`config.mk`:
```
export PLATFORM = sky130hd
export DESIGN_NAME = seibu_sound_bus
export DESIGN_NICKNAME = d
export VERILOG_FILES = /design/src/seibu_sound_pkg.sv /design/src/z80_cs.sv /design/src/sound_regs.sv /design/src/z80_rd_mux.sv /design/src/seibu_sound_bus.sv
export SDC_FILE = /design/constraint.sdc
export NUM_CORES = 1
export LEC_CHECK = 0
export BUFFER_PORTS_ARGS = -buffer_cell sky130_fd_sc_hd__buf_2
export CORE_MARGIN = 2
export CORE_UTILIZATION = 49
export DETAILED_ROUTE_END_ITERATION = 10
export GPL_ROUTABILITY_DRIVEN = 0
export PLACE_DENSITY = 0.86
export RECOVER_POWER = 100
export SLEW_MARGIN = 20
export SYNTH_ARGS = -nofsm -noshare
export SYNTH_HDL_FRONTEND = slang
export SYNTH_HIERARCHICAL = 1
export SYNTH_SLANG_ARGS = --single-unit
```
`constraint.sdc`:
```
create_clock -name clk -period 6.5 [get_ports clk]
set_input_delay 0.975 -clock clk [delete_from_list [all_inputs] [get_ports clk]]
set_output_delay 0.975 -clock clk [all_outputs]
set_load 0.05 [all_outputs]
```
`src/seibu_sound_pkg.sv`:
```
// ----------------------------------------
// seibu sound bus package
// bus types, z80 memory map, open bus value
// ----------------------------------------
package seibu_sound_pkg;

    // z80 bus widths
    typedef logic [15:0] z80_addr_t;
    typedef logic [7:0]  z80_data_t;

    // bank rom address is bank bit on top of z80 a14..a0
    typedef logic [15:0] bank_rom_addr_t;

    // two coin switches
    typedef logic [1:0]  coin_t;

    // memory ranges, end addresses are exclusive
    localparam z80_addr_t rom_end_addr     = 16'h2000;
    localparam z80_addr_t ram_end_addr     = 16'h2800;

    // write-only control registers
    localparam z80_addr_t pending_clr_addr = 16'h4000;
    localparam z80_addr_t irq_clr_addr     = 16'h4001;
    localparam z80_addr_t bank_addr        = 16'h4007;

    // ym3812 address and data ports
    localparam z80_addr_t ym_addr0         = 16'h4008;
    localparam z80_addr_t ym_addr1         = 16'h4009;

    // read side of the mailbox and the coin port
    localparam z80_addr_t latch0_addr      = 16'h4010;
    localparam z80_addr_t latch1_addr      = 16'h4011;
    localparam z80_addr_t pending_addr     = 16'h4012;
    localparam z80_addr_t coin_addr        = 16'h4013;

    // replies back to the 68k
    localparam z80_addr_t reply0_addr      = 16'h4018;
    localparam z80_addr_t reply1_addr      = 16'h4019;

    // oki6295 and the banked rom window
    localparam z80_addr_t oki_addr         = 16'h6000;
    localparam z80_addr_t bank_rom_start   = 16'h8000;

    // value seen by the z80 when nothing drives the bus
    localparam z80_data_t open_bus_data    = 8'hff;

endpackage

```
`src/z80_cs.sv`:
```
// ----------------------------------------
// z80 address decoder
// chip selects and register write strobes
// ----------------------------------------
`timescale 1ns/1ps

module z80_cs (
    input  seibu_sound_pkg::z80_addr_t z80_addr,
    input  logic                       z80_wr_n,
    input  logic                       z80_rd_n,

    output logic                       z80_rom_cs,
    output logic                       bank_rom_cs,
    output logic                       z80_ram_cs,
    output logic                       ym_cs_0,
    output logic                       ym_cs_1,
    output logic                       m68k_latch0_cs,
    output logic                       m68k_latch1_cs,
    output logic                       main_data_pending_cs,
    output logic                       read_coin_cs,
    output logic                       ym_wr,
    output logic                       oki_wr,
    output logic                       oki_rd,

    output logic                       pending_clr_we,
    output logic                       irq_clr_we,
    output logic                       bank_we,
    output logic                       reply0_we,
    output logic                       reply1_we
);

    // write cycle on the z80 bus
    logic wr;

    assign wr = ~z80_wr_n;

    always_comb begin
        // memory ranges
        z80_rom_cs  = (z80_addr < seibu_sound_pkg::rom_end_addr);
        z80_ram_cs  = (z80_addr >= seibu_sound_pkg::rom_end_addr) &&
                      (z80_addr <  seibu_sound_pkg::ram_end_addr);
        // upper 32k is the banked window
        bank_rom_cs = (z80_addr >= seibu_sound_pkg::bank_rom_start);

        // ym3812 ports, a0 picks address or data
        ym_cs_0 = (z80_addr == seibu_sound_pkg::ym_addr0);
        ym_cs_1 = (z80_addr == seibu_sound_pkg::ym_addr1);
        ym_wr   = (ym_cs_0 || ym_cs_1) && wr;

        // read-only i/o, the read mux gates these by itself
        m68k_latch0_cs       = (z80_addr == seibu_sound_pkg::latch0_addr);
        m68k_latch1_cs       = (z80_addr == seibu_sound_pkg::latch1_addr);
        main_data_pending_cs = (z80_addr == seibu_sound_pkg::pending_addr);
        read_coin_cs         = (z80_addr == seibu_sound_pkg::coin_addr);

        // oki is the only chip that needs separate rd and wr
        oki_rd = (z80_addr == seibu_sound_pkg::oki_addr) && !z80_rd_n;
        oki_wr = (z80_addr == seibu_sound_pkg::oki_addr) && wr;

        // strobes into the register block
        pending_clr_we = (z80_addr == seibu_sound_pkg::pending_clr_addr) && wr;
        irq_clr_we     = (z80_addr == seibu_sound_pkg::irq_clr_addr) && wr;
        bank_we        = (z80_addr == seibu_sound_pkg::bank_addr) && wr;
        reply0_we      = (z80_addr == seibu_sound_pkg::reply0_addr) && wr;
        reply1_we      = (z80_addr == seibu_sound_pkg::reply1_addr) && wr;
    end

endmodule

```
`src/sound_regs.sv`:
```
// ----------------------------------------
// sound cpu registers
// 68k/z80 mailbox, flags, rom bank, coin
// ----------------------------------------
`timescale 1ns/1ps

module sound_regs (
    input  logic                       clk,
    input  logic                       rst,

    // z80 write data and decoded strobes
    input  seibu_sound_pkg::z80_data_t z80_dout,
    input  logic                       pending_clr_we,
    input  logic                       irq_clr_we,
    input  logic                       bank_we,
    input  logic                       reply0_we,
    input  logic                       reply1_we,

    // 68k command side
    input  logic                       m68k_wr,
    input  logic                       m68k_sel,
    input  seibu_sound_pkg::z80_data_t m68k_din,

    input  seibu_sound_pkg::coin_t     coin,

    output seibu_sound_pkg::z80_data_t latch0,
    output seibu_sound_pkg::z80_data_t latch1,
    output seibu_sound_pkg::z80_data_t reply0,
    output seibu_sound_pkg::z80_data_t reply1,
    output logic                       pending,
    output logic                       z80_irq,
    output logic                       bank,
    output seibu_sound_pkg::coin_t     coin_q
);

    // 68k write decoded per latch
    logic wr_latch0;
    logic wr_latch1;

    assign wr_latch0 = m68k_wr && !m68k_sel;
    assign wr_latch1 = m68k_wr &&  m68k_sel;

    // command latches, loaded by the 68k
    always_ff @(posedge clk) begin
        if (rst) begin
            latch0 <= '0;
            latch1 <= '0;
        end else begin
            if (wr_latch0) begin
                latch0 <= m68k_din;
            end
            if (wr_latch1) begin
                latch1 <= m68k_din;
            end
        end
    end

    // reply latches, loaded by the z80
    always_ff @(posedge clk) begin
        if (rst) begin
            reply0 <= '0;
            reply1 <= '0;
        end else begin
            if (reply0_we) begin
                reply0 <= z80_dout;
            end
            if (reply1_we) begin
                reply1 <= z80_dout;
            end
        end
    end

    // pending and irq both raised by any 68k command
    // a set on the same edge as a clear wins
    always_ff @(posedge clk) begin
        if (rst) begin
            pending <= 1'b0;
            z80_irq <= 1'b0;
        end else begin
            if (m68k_wr) begin
                pending <= 1'b1;
            end else if (pending_clr_we) begin
                pending <= 1'b0;
            end

            // irq clear is its own address, independent of pending
            if (m68k_wr) begin
                z80_irq <= 1'b1;
            end else if (irq_clr_we) begin
                z80_irq <= 1'b0;
            end
        end
    end

    // rom bank select, only d0 is wired on the board
    always_ff @(posedge clk) begin
        if (rst) begin
            bank <= 1'b0;
        end else if (bank_we) begin
            bank <= z80_dout[0];
        end
    end

    // coin switches sampled every clock
    always_ff @(posedge clk) begin
        if (rst) begin
            coin_q <= '0;
        end else begin
            coin_q <= coin;
        end
    end

endmodule

```
`src/z80_rd_mux.sv`:
```
// ----------------------------------------
// z80 read data multiplexer
// ----------------------------------------
`timescale 1ns/1ps

module z80_rd_mux (
    // read selects from the decoder
    input  logic                       z80_rom_cs,
    input  logic                       bank_rom_cs,
    input  logic                       z80_ram_cs,
    input  logic                       ym_cs_0,
    input  logic                       m68k_latch0_cs,
    input  logic                       m68k_latch1_cs,
    input  logic                       main_data_pending_cs,
    input  logic                       read_coin_cs,
    input  logic                       oki_rd,

    // data sources
    input  seibu_sound_pkg::z80_data_t rom_data,
    input  seibu_sound_pkg::z80_data_t ram_data,
    input  seibu_sound_pkg::z80_data_t ym_dout,
    input  seibu_sound_pkg::z80_data_t oki_dout,
    input  seibu_sound_pkg::z80_data_t latch0,
    input  seibu_sound_pkg::z80_data_t latch1,
    input  logic                       pending,
    input  seibu_sound_pkg::coin_t     coin_q,

    output seibu_sound_pkg::z80_data_t z80_din
);

    // the selects are mutually exclusive, order does not matter
    always_comb begin
        if (z80_rom_cs || bank_rom_cs) begin
            // fixed and banked rom share the external rom data bus
            z80_din = rom_data;
        end else if (z80_ram_cs) begin
            z80_din = ram_data;
        end else if (ym_cs_0) begin
            z80_din = ym_dout;
        end else if (m68k_latch0_cs) begin
            z80_din = latch0;
        end else if (m68k_latch1_cs) begin
            z80_din = latch1;
        end else if (main_data_pending_cs) begin
            z80_din = {7'b0, pending};
        end else if (read_coin_cs) begin
            z80_din = {6'b0, coin_q};
        end else if (oki_rd) begin
            z80_din = oki_dout;
        end else begin
            // ym port 1 and unmapped space float high
            z80_din = seibu_sound_pkg::open_bus_data;
        end
    end

endmodule

```
`src/seibu_sound_bus.sv`:
```
// ----------------------------------------
// seibu sound cpu bus logic, top level
// decoder, registers and z80 read mux
// ----------------------------------------
`timescale 1ns/1ps

module seibu_sound_bus (
    input  logic                            clk,
    input  logic                            rst,

    // z80 bus
    input  seibu_sound_pkg::z80_addr_t      z80_addr,
    input  logic                            z80_rd_n,
    input  logic                            z80_wr_n,
    input  seibu_sound_pkg::z80_data_t      z80_dout,
    output seibu_sound_pkg::z80_data_t      z80_din,

    // 68k side of the mailbox
    input  logic                            m68k_wr,
    input  logic                            m68k_sel,
    input  seibu_sound_pkg::z80_data_t      m68k_din,
    output seibu_sound_pkg::z80_data_t      reply0,
    output seibu_sound_pkg::z80_data_t      reply1,
    output logic                            z80_irq,

    input  seibu_sound_pkg::coin_t          coin,

    // external memories and sound chips
    input  seibu_sound_pkg::z80_data_t      rom_data,
    input  seibu_sound_pkg::z80_data_t      ram_data,
    input  seibu_sound_pkg::z80_data_t      ym_dout,
    input  seibu_sound_pkg::z80_data_t      oki_dout,
    output logic                            z80_rom_cs,
    output logic                            bank_rom_cs,
    output seibu_sound_pkg::bank_rom_addr_t bank_rom_addr,
    output logic                            z80_ram_cs,
    output logic                            ym_cs_0,
    output logic                            ym_cs_1,
    output logic                            ym_wr,
    output logic                            oki_wr,
    output logic                            oki_rd
);

    // decoder to register block and read mux
    logic m68k_latch0_cs;
    logic m68k_latch1_cs;
    logic main_data_pending_cs;
    logic read_coin_cs;
    logic pending_clr_we;
    logic irq_clr_we;
    logic bank_we;
    logic reply0_we;
    logic reply1_we;

    // register state seen by the z80
    seibu_sound_pkg::z80_data_t latch0;
    seibu_sound_pkg::z80_data_t latch1;
    logic                       pending;
    logic                       bank;
    seibu_sound_pkg::coin_t     coin_q;

    // bank bit replaces a15 of the z80 address
    assign bank_rom_addr = {bank, z80_addr[14:0]};

    z80_cs i_z80_cs (
        .z80_addr             (z80_addr),
        .z80_wr_n             (z80_wr_n),
        .z80_rd_n             (z80_rd_n),
        .z80_rom_cs           (z80_rom_cs),
        .bank_rom_cs          (bank_rom_cs),
        .z80_ram_cs           (z80_ram_cs),
        .ym_cs_0              (ym_cs_0),
        .ym_cs_1              (ym_cs_1),
        .m68k_latch0_cs       (m68k_latch0_cs),
        .m68k_latch1_cs       (m68k_latch1_cs),
        .main_data_pending_cs (main_data_pending_cs),
        .read_coin_cs         (read_coin_cs),
        .ym_wr                (ym_wr),
        .oki_wr               (oki_wr),
        .oki_rd               (oki_rd),
        .pending_clr_we       (pending_clr_we),
        .irq_clr_we           (irq_clr_we),
        .bank_we              (bank_we),
        .reply0_we            (reply0_we),
        .reply1_we            (reply1_we)
    );

    sound_regs i_sound_regs (
        .clk            (clk),
        .rst            (rst),
        .z80_dout       (z80_dout),
        .pending_clr_we (pending_clr_we),
        .irq_clr_we     (irq_clr_we),
        .bank_we        (bank_we),
        .reply0_we      (reply0_we),
        .reply1_we      (reply1_we),
        .m68k_wr        (m68k_wr),
        .m68k_sel       (m68k_sel),
        .m68k_din       (m68k_din),
        .coin           (coin),
        .latch0         (latch0),
        .latch1         (latch1),
        .reply0         (reply0),
        .reply1         (reply1),
        .pending        (pending),
        .z80_irq        (z80_irq),
        .bank           (bank),
        .coin_q         (coin_q)
    );

    z80_rd_mux i_z80_rd_mux (
        .z80_rom_cs           (z80_rom_cs),
        .bank_rom_cs          (bank_rom_cs),
        .z80_ram_cs           (z80_ram_cs),
        .ym_cs_0              (ym_cs_0),
        .m68k_latch0_cs       (m68k_latch0_cs),
        .m68k_latch1_cs       (m68k_latch1_cs),
        .main_data_pending_cs (main_data_pending_cs),
        .read_coin_cs         (read_coin_cs),
        .oki_rd               (oki_rd),
        .rom_data             (rom_data),
        .ram_data             (ram_data),
        .ym_dout              (ym_dout),
        .oki_dout             (oki_dout),
        .latch0               (latch0),
        .latch1               (latch1),
        .pending              (pending),
        .coin_q               (coin_q),
        .z80_din              (z80_din)
    );

endmodule

```
==> summary.md <==
| Metric | Value |
|---|---|
| Residual DRC | 0 |
| Tot Pwr | 499 uW |
| Synthesized Nets | 332 |
| Via Count | 2,187 |
| Post-Layout Cell Count | 411 |
| Die area | 5290 sq um |
| Syn Inst Count | 260 |
| Util after Layout | 0.591 |
| Starting Density | 0.500 |
| Hold wc startpoint | i_sound_regs/latch1[0] |
| Hold Path Stages | 2 |
| Type of origin of the critical path | input pin |
| DP Cell Count | 404 |
| Reg clk slew, reported paths | 0.07 ns |
| Ratio of cells with drive above 1 in the final layout | 0.235 |
| Failing checks | capacitance limit, slew limit |
| R2R cell count | 2 |
| Hpwl dp | 4.54 mm |
| DR iter-0 viols | 167 |
| Critical Path, Cell by Cell | buf_2 -> nor4_1 -> nand4_2 -> nor3_1 -> and2b_1 -> nand2b_1 -> o2111ai_1 -> a31oi_1 -> clkbuf_1 |
| Htree depth | 2 |
| Total CTS buffers | 5 |
| Post-DP Area | 2750 sq um |
| Max Cap Viol | 1 |
| Minimum clock period | 5.11 ns |
| Number of global-route vias before repair | 1,988 |
| Final Hold Fails | 0 |
| R2r setup slk | 5.83 ns |
| Place WS | 1.98 ns |
| Switching power | 148 uW |
| Io pins | 121 |
| Layout net count | 429 |
| Sw frac | 0.296 |
| VDD IR-drop max | 0.000109 V |
| Clk Tree Root Cell | clkbuf_8 |
| Final setup viols | 0 |
| P_int | 351 uW |
| Synth unique cells | 39 |
| Largest stage delay on the critical path | 0.82 ns |
| Crit-path slowest cell | nor3_1 |
| Core Area | 4630 sq um |
| Total iterations of the first detailed-routing run | 4 |
| Slew Limit Fails | 46 |
| Maximum number of pins on one net before global-route repair | 46 |
| Status | complete, but fails checks |
| Yosys top cell by area | dfxtp_1 |
| Design Area, Final | 2730 sq um |
| WL final | 5.62 mm |
| Clk_skew | 0 ns |
| Synth Flop Type | dfxtp_1 |
| Syn Std Cell Area | 2310 sq um |
| Setup bufs post-CTS | 0 |
| Delay-heaviest family, CP | simple AND/OR/NAND/NOR gates |
| Clk pwr share | 0.311 |
| Final ANT Viol Nets | 0 |
| Commonest non-fill, non-tap cell in the layout | buf_2 |
| Cts repair resizes | 0 |
| CP Depth | 9 |
| Initial antenna violation count | 0 |
| Share of the synthesized area in the top cell type | 0.320 |
| Worst-path fanout max | 11 |
| Worst-margin pin slew | 1.55 ns |
| Worst Hold End | i_sound_regs/latch1[0] |
| Crit end category | output pin |
| #FFs+latches synth | 37 |
| Port Buffers | 120 |
| # clock sinks | 37 |
| RR Endpoint | i_sound_regs/bank |
| Relative slew slack | -0.0329 |
| Post-synth EDFFs | 0 |
| Class of the tightest hold or removal check | flop to flop |
| Warnings, synthesis | 6 |
| Synth Area per Inst | 8.90 sq um |
| Fmax | 196 MHz |
| Lkg Pwr | 1.15 nW |
| Critical path buffers and inverters | 2 |
| Seq/Total Area, Yosys | 0.320 |
| Data arrival, critical path | 4.13 ns |
| Pwr dens | 183 nW/um^2 |
| Die height | 72.7 microns |
| Area Growth Syn to Fin | 18.1% |
| Total GRT Usage | 0.206 |
| WS Path Type | input pin to output pin |
| Ys async rst share | 0 |
| Fin Setup TNS | 0 ns |
| Cell row count | 25 |
| First-pass GRT wire length | 8.81 mm |
| Clock Latency Late Sink | 0.28 ns |
| Synth area leaders | dfxtp_1 32%, mux2i_1 15%, nand2b_1 7.3% |
| Post-CTS Hold Fix Bufs | 0 |
| Fin Hold WS | 0.481 ns |
| WP data required | 5.52 ns |
| Vias per cell | 5.32 |
| Combinational share of power | 0.211 |
| Most frequent cells in the layout | 72 x buf_2, 50 x clkbuf_1, 37 x dfxtp_1 |
| DIE WIDTH | 72.7 microns |
| Reg power frac | 0.477 |
| Ant. Diodes | 0 |
| TritonCTS clock tree | done |
| RSZ-0062 raised after global routing | false |
| Grt total ovfl | 0 |
| Worst Slack Setup Final | 1.39 ns |
| RR Startpoint | i_sound_regs/bank |
| Filler cells | 447 |
| Final period util | 0.786 |
| Detailed-route wire length per cell | 13.7 microns |
| CTS Buffer Depth | 2 |
[worst reg2reg max path, cell delays in order (launching register included)]
cell,delay (ns)
dfxtp_1,0.32
mux2i_1,0.14
nor2_1,0.05
[power groups by stage]
stage | Clock, mW | Sequential (mW) | Combinational (mW)
floorplan | 0 | 0.243 | 0.0785
global placement | 0 | 0.243 | 0.109
detailed placement | 0 | 0.243 | 0.110
CTS | 0.162 | 0.238 | 0.110
global route | 0.167 | 0.239 | 0.114
finish | 0.155 | 0.238 | 0.106
[synth_stat cells, types with 5 or more instances]
| master | number |
|---|---|
| nor2b_1 | 5 |
| dfxtp_1 | 37 |
| inv_1 | 13 |
| buf_4 | 20 |
| a31oi_1 | 8 |
| buf_6 | 6 |
| o21ai_0 | 6 |
| nand2b_1 | 27 |
| nor3_1 | 6 |
| nor2_1 | 25 |
| o221ai_1 | 6 |
| mux2i_1 | 34 |
| nand2_1 | 6 |
| a221o_1 | 5 |
| a21oi_1 | 19 |
[cell families (layout without fill, tap and decap cells)]
family          count (synthesis)  count (layout)  synth area share
simple gates                   96              96             0.270
buf+inv                        44             141             0.125
compound gates                 49              49             0.138
mux                            34              34             0.147
flops                          37              37             0.320
[flip-flops by register name, indices dropped and copies added (netlist names)]
register              flops
i_sound_regs/bank         1
i_sound_regs/pending      1
i_sound_regs/reply0       8
i_sound_regs/z80_irq      1
i_sound_regs/reply1       8
i_sound_regs/coin_q       2
i_sound_regs/latch0       8
i_sound_regs/latch1       8
[worst max-delay path by stage]
stage                      from    endpoint
floorplan           z80_addr[9]  z80_din[2]
global placement    z80_addr[9]  z80_din[5]
detailed placement  z80_addr[9]  z80_din[2]
CTS                 z80_addr[9]  z80_din[2]
global route        z80_addr[9]  z80_din[0]
finish              z80_addr[9]  z80_din[0]
[cell type report]
class,count,area (sq um),share of cell area
multi-input combinational,179,1250,0.456
clock buffer,7,86.3,0.0316
timing repair buffer,121,544,0.199
sequential,37,741,0.271
inverter,13,48.8,0.0178
tap,54,67.6,0.0247
[routing by layer]
| metal | part of all wire | global-route usage |
|---|---|---|
| met2 | 0.48 | 0.362 |
| met3 | 0.071 | 0.0262 |
| met1 | 0.43 | 0.255 |
| met4 | 0.020 | 0.0844 |
| met5 | 0 | 0 |
Power figures use the tool's default switching activity.
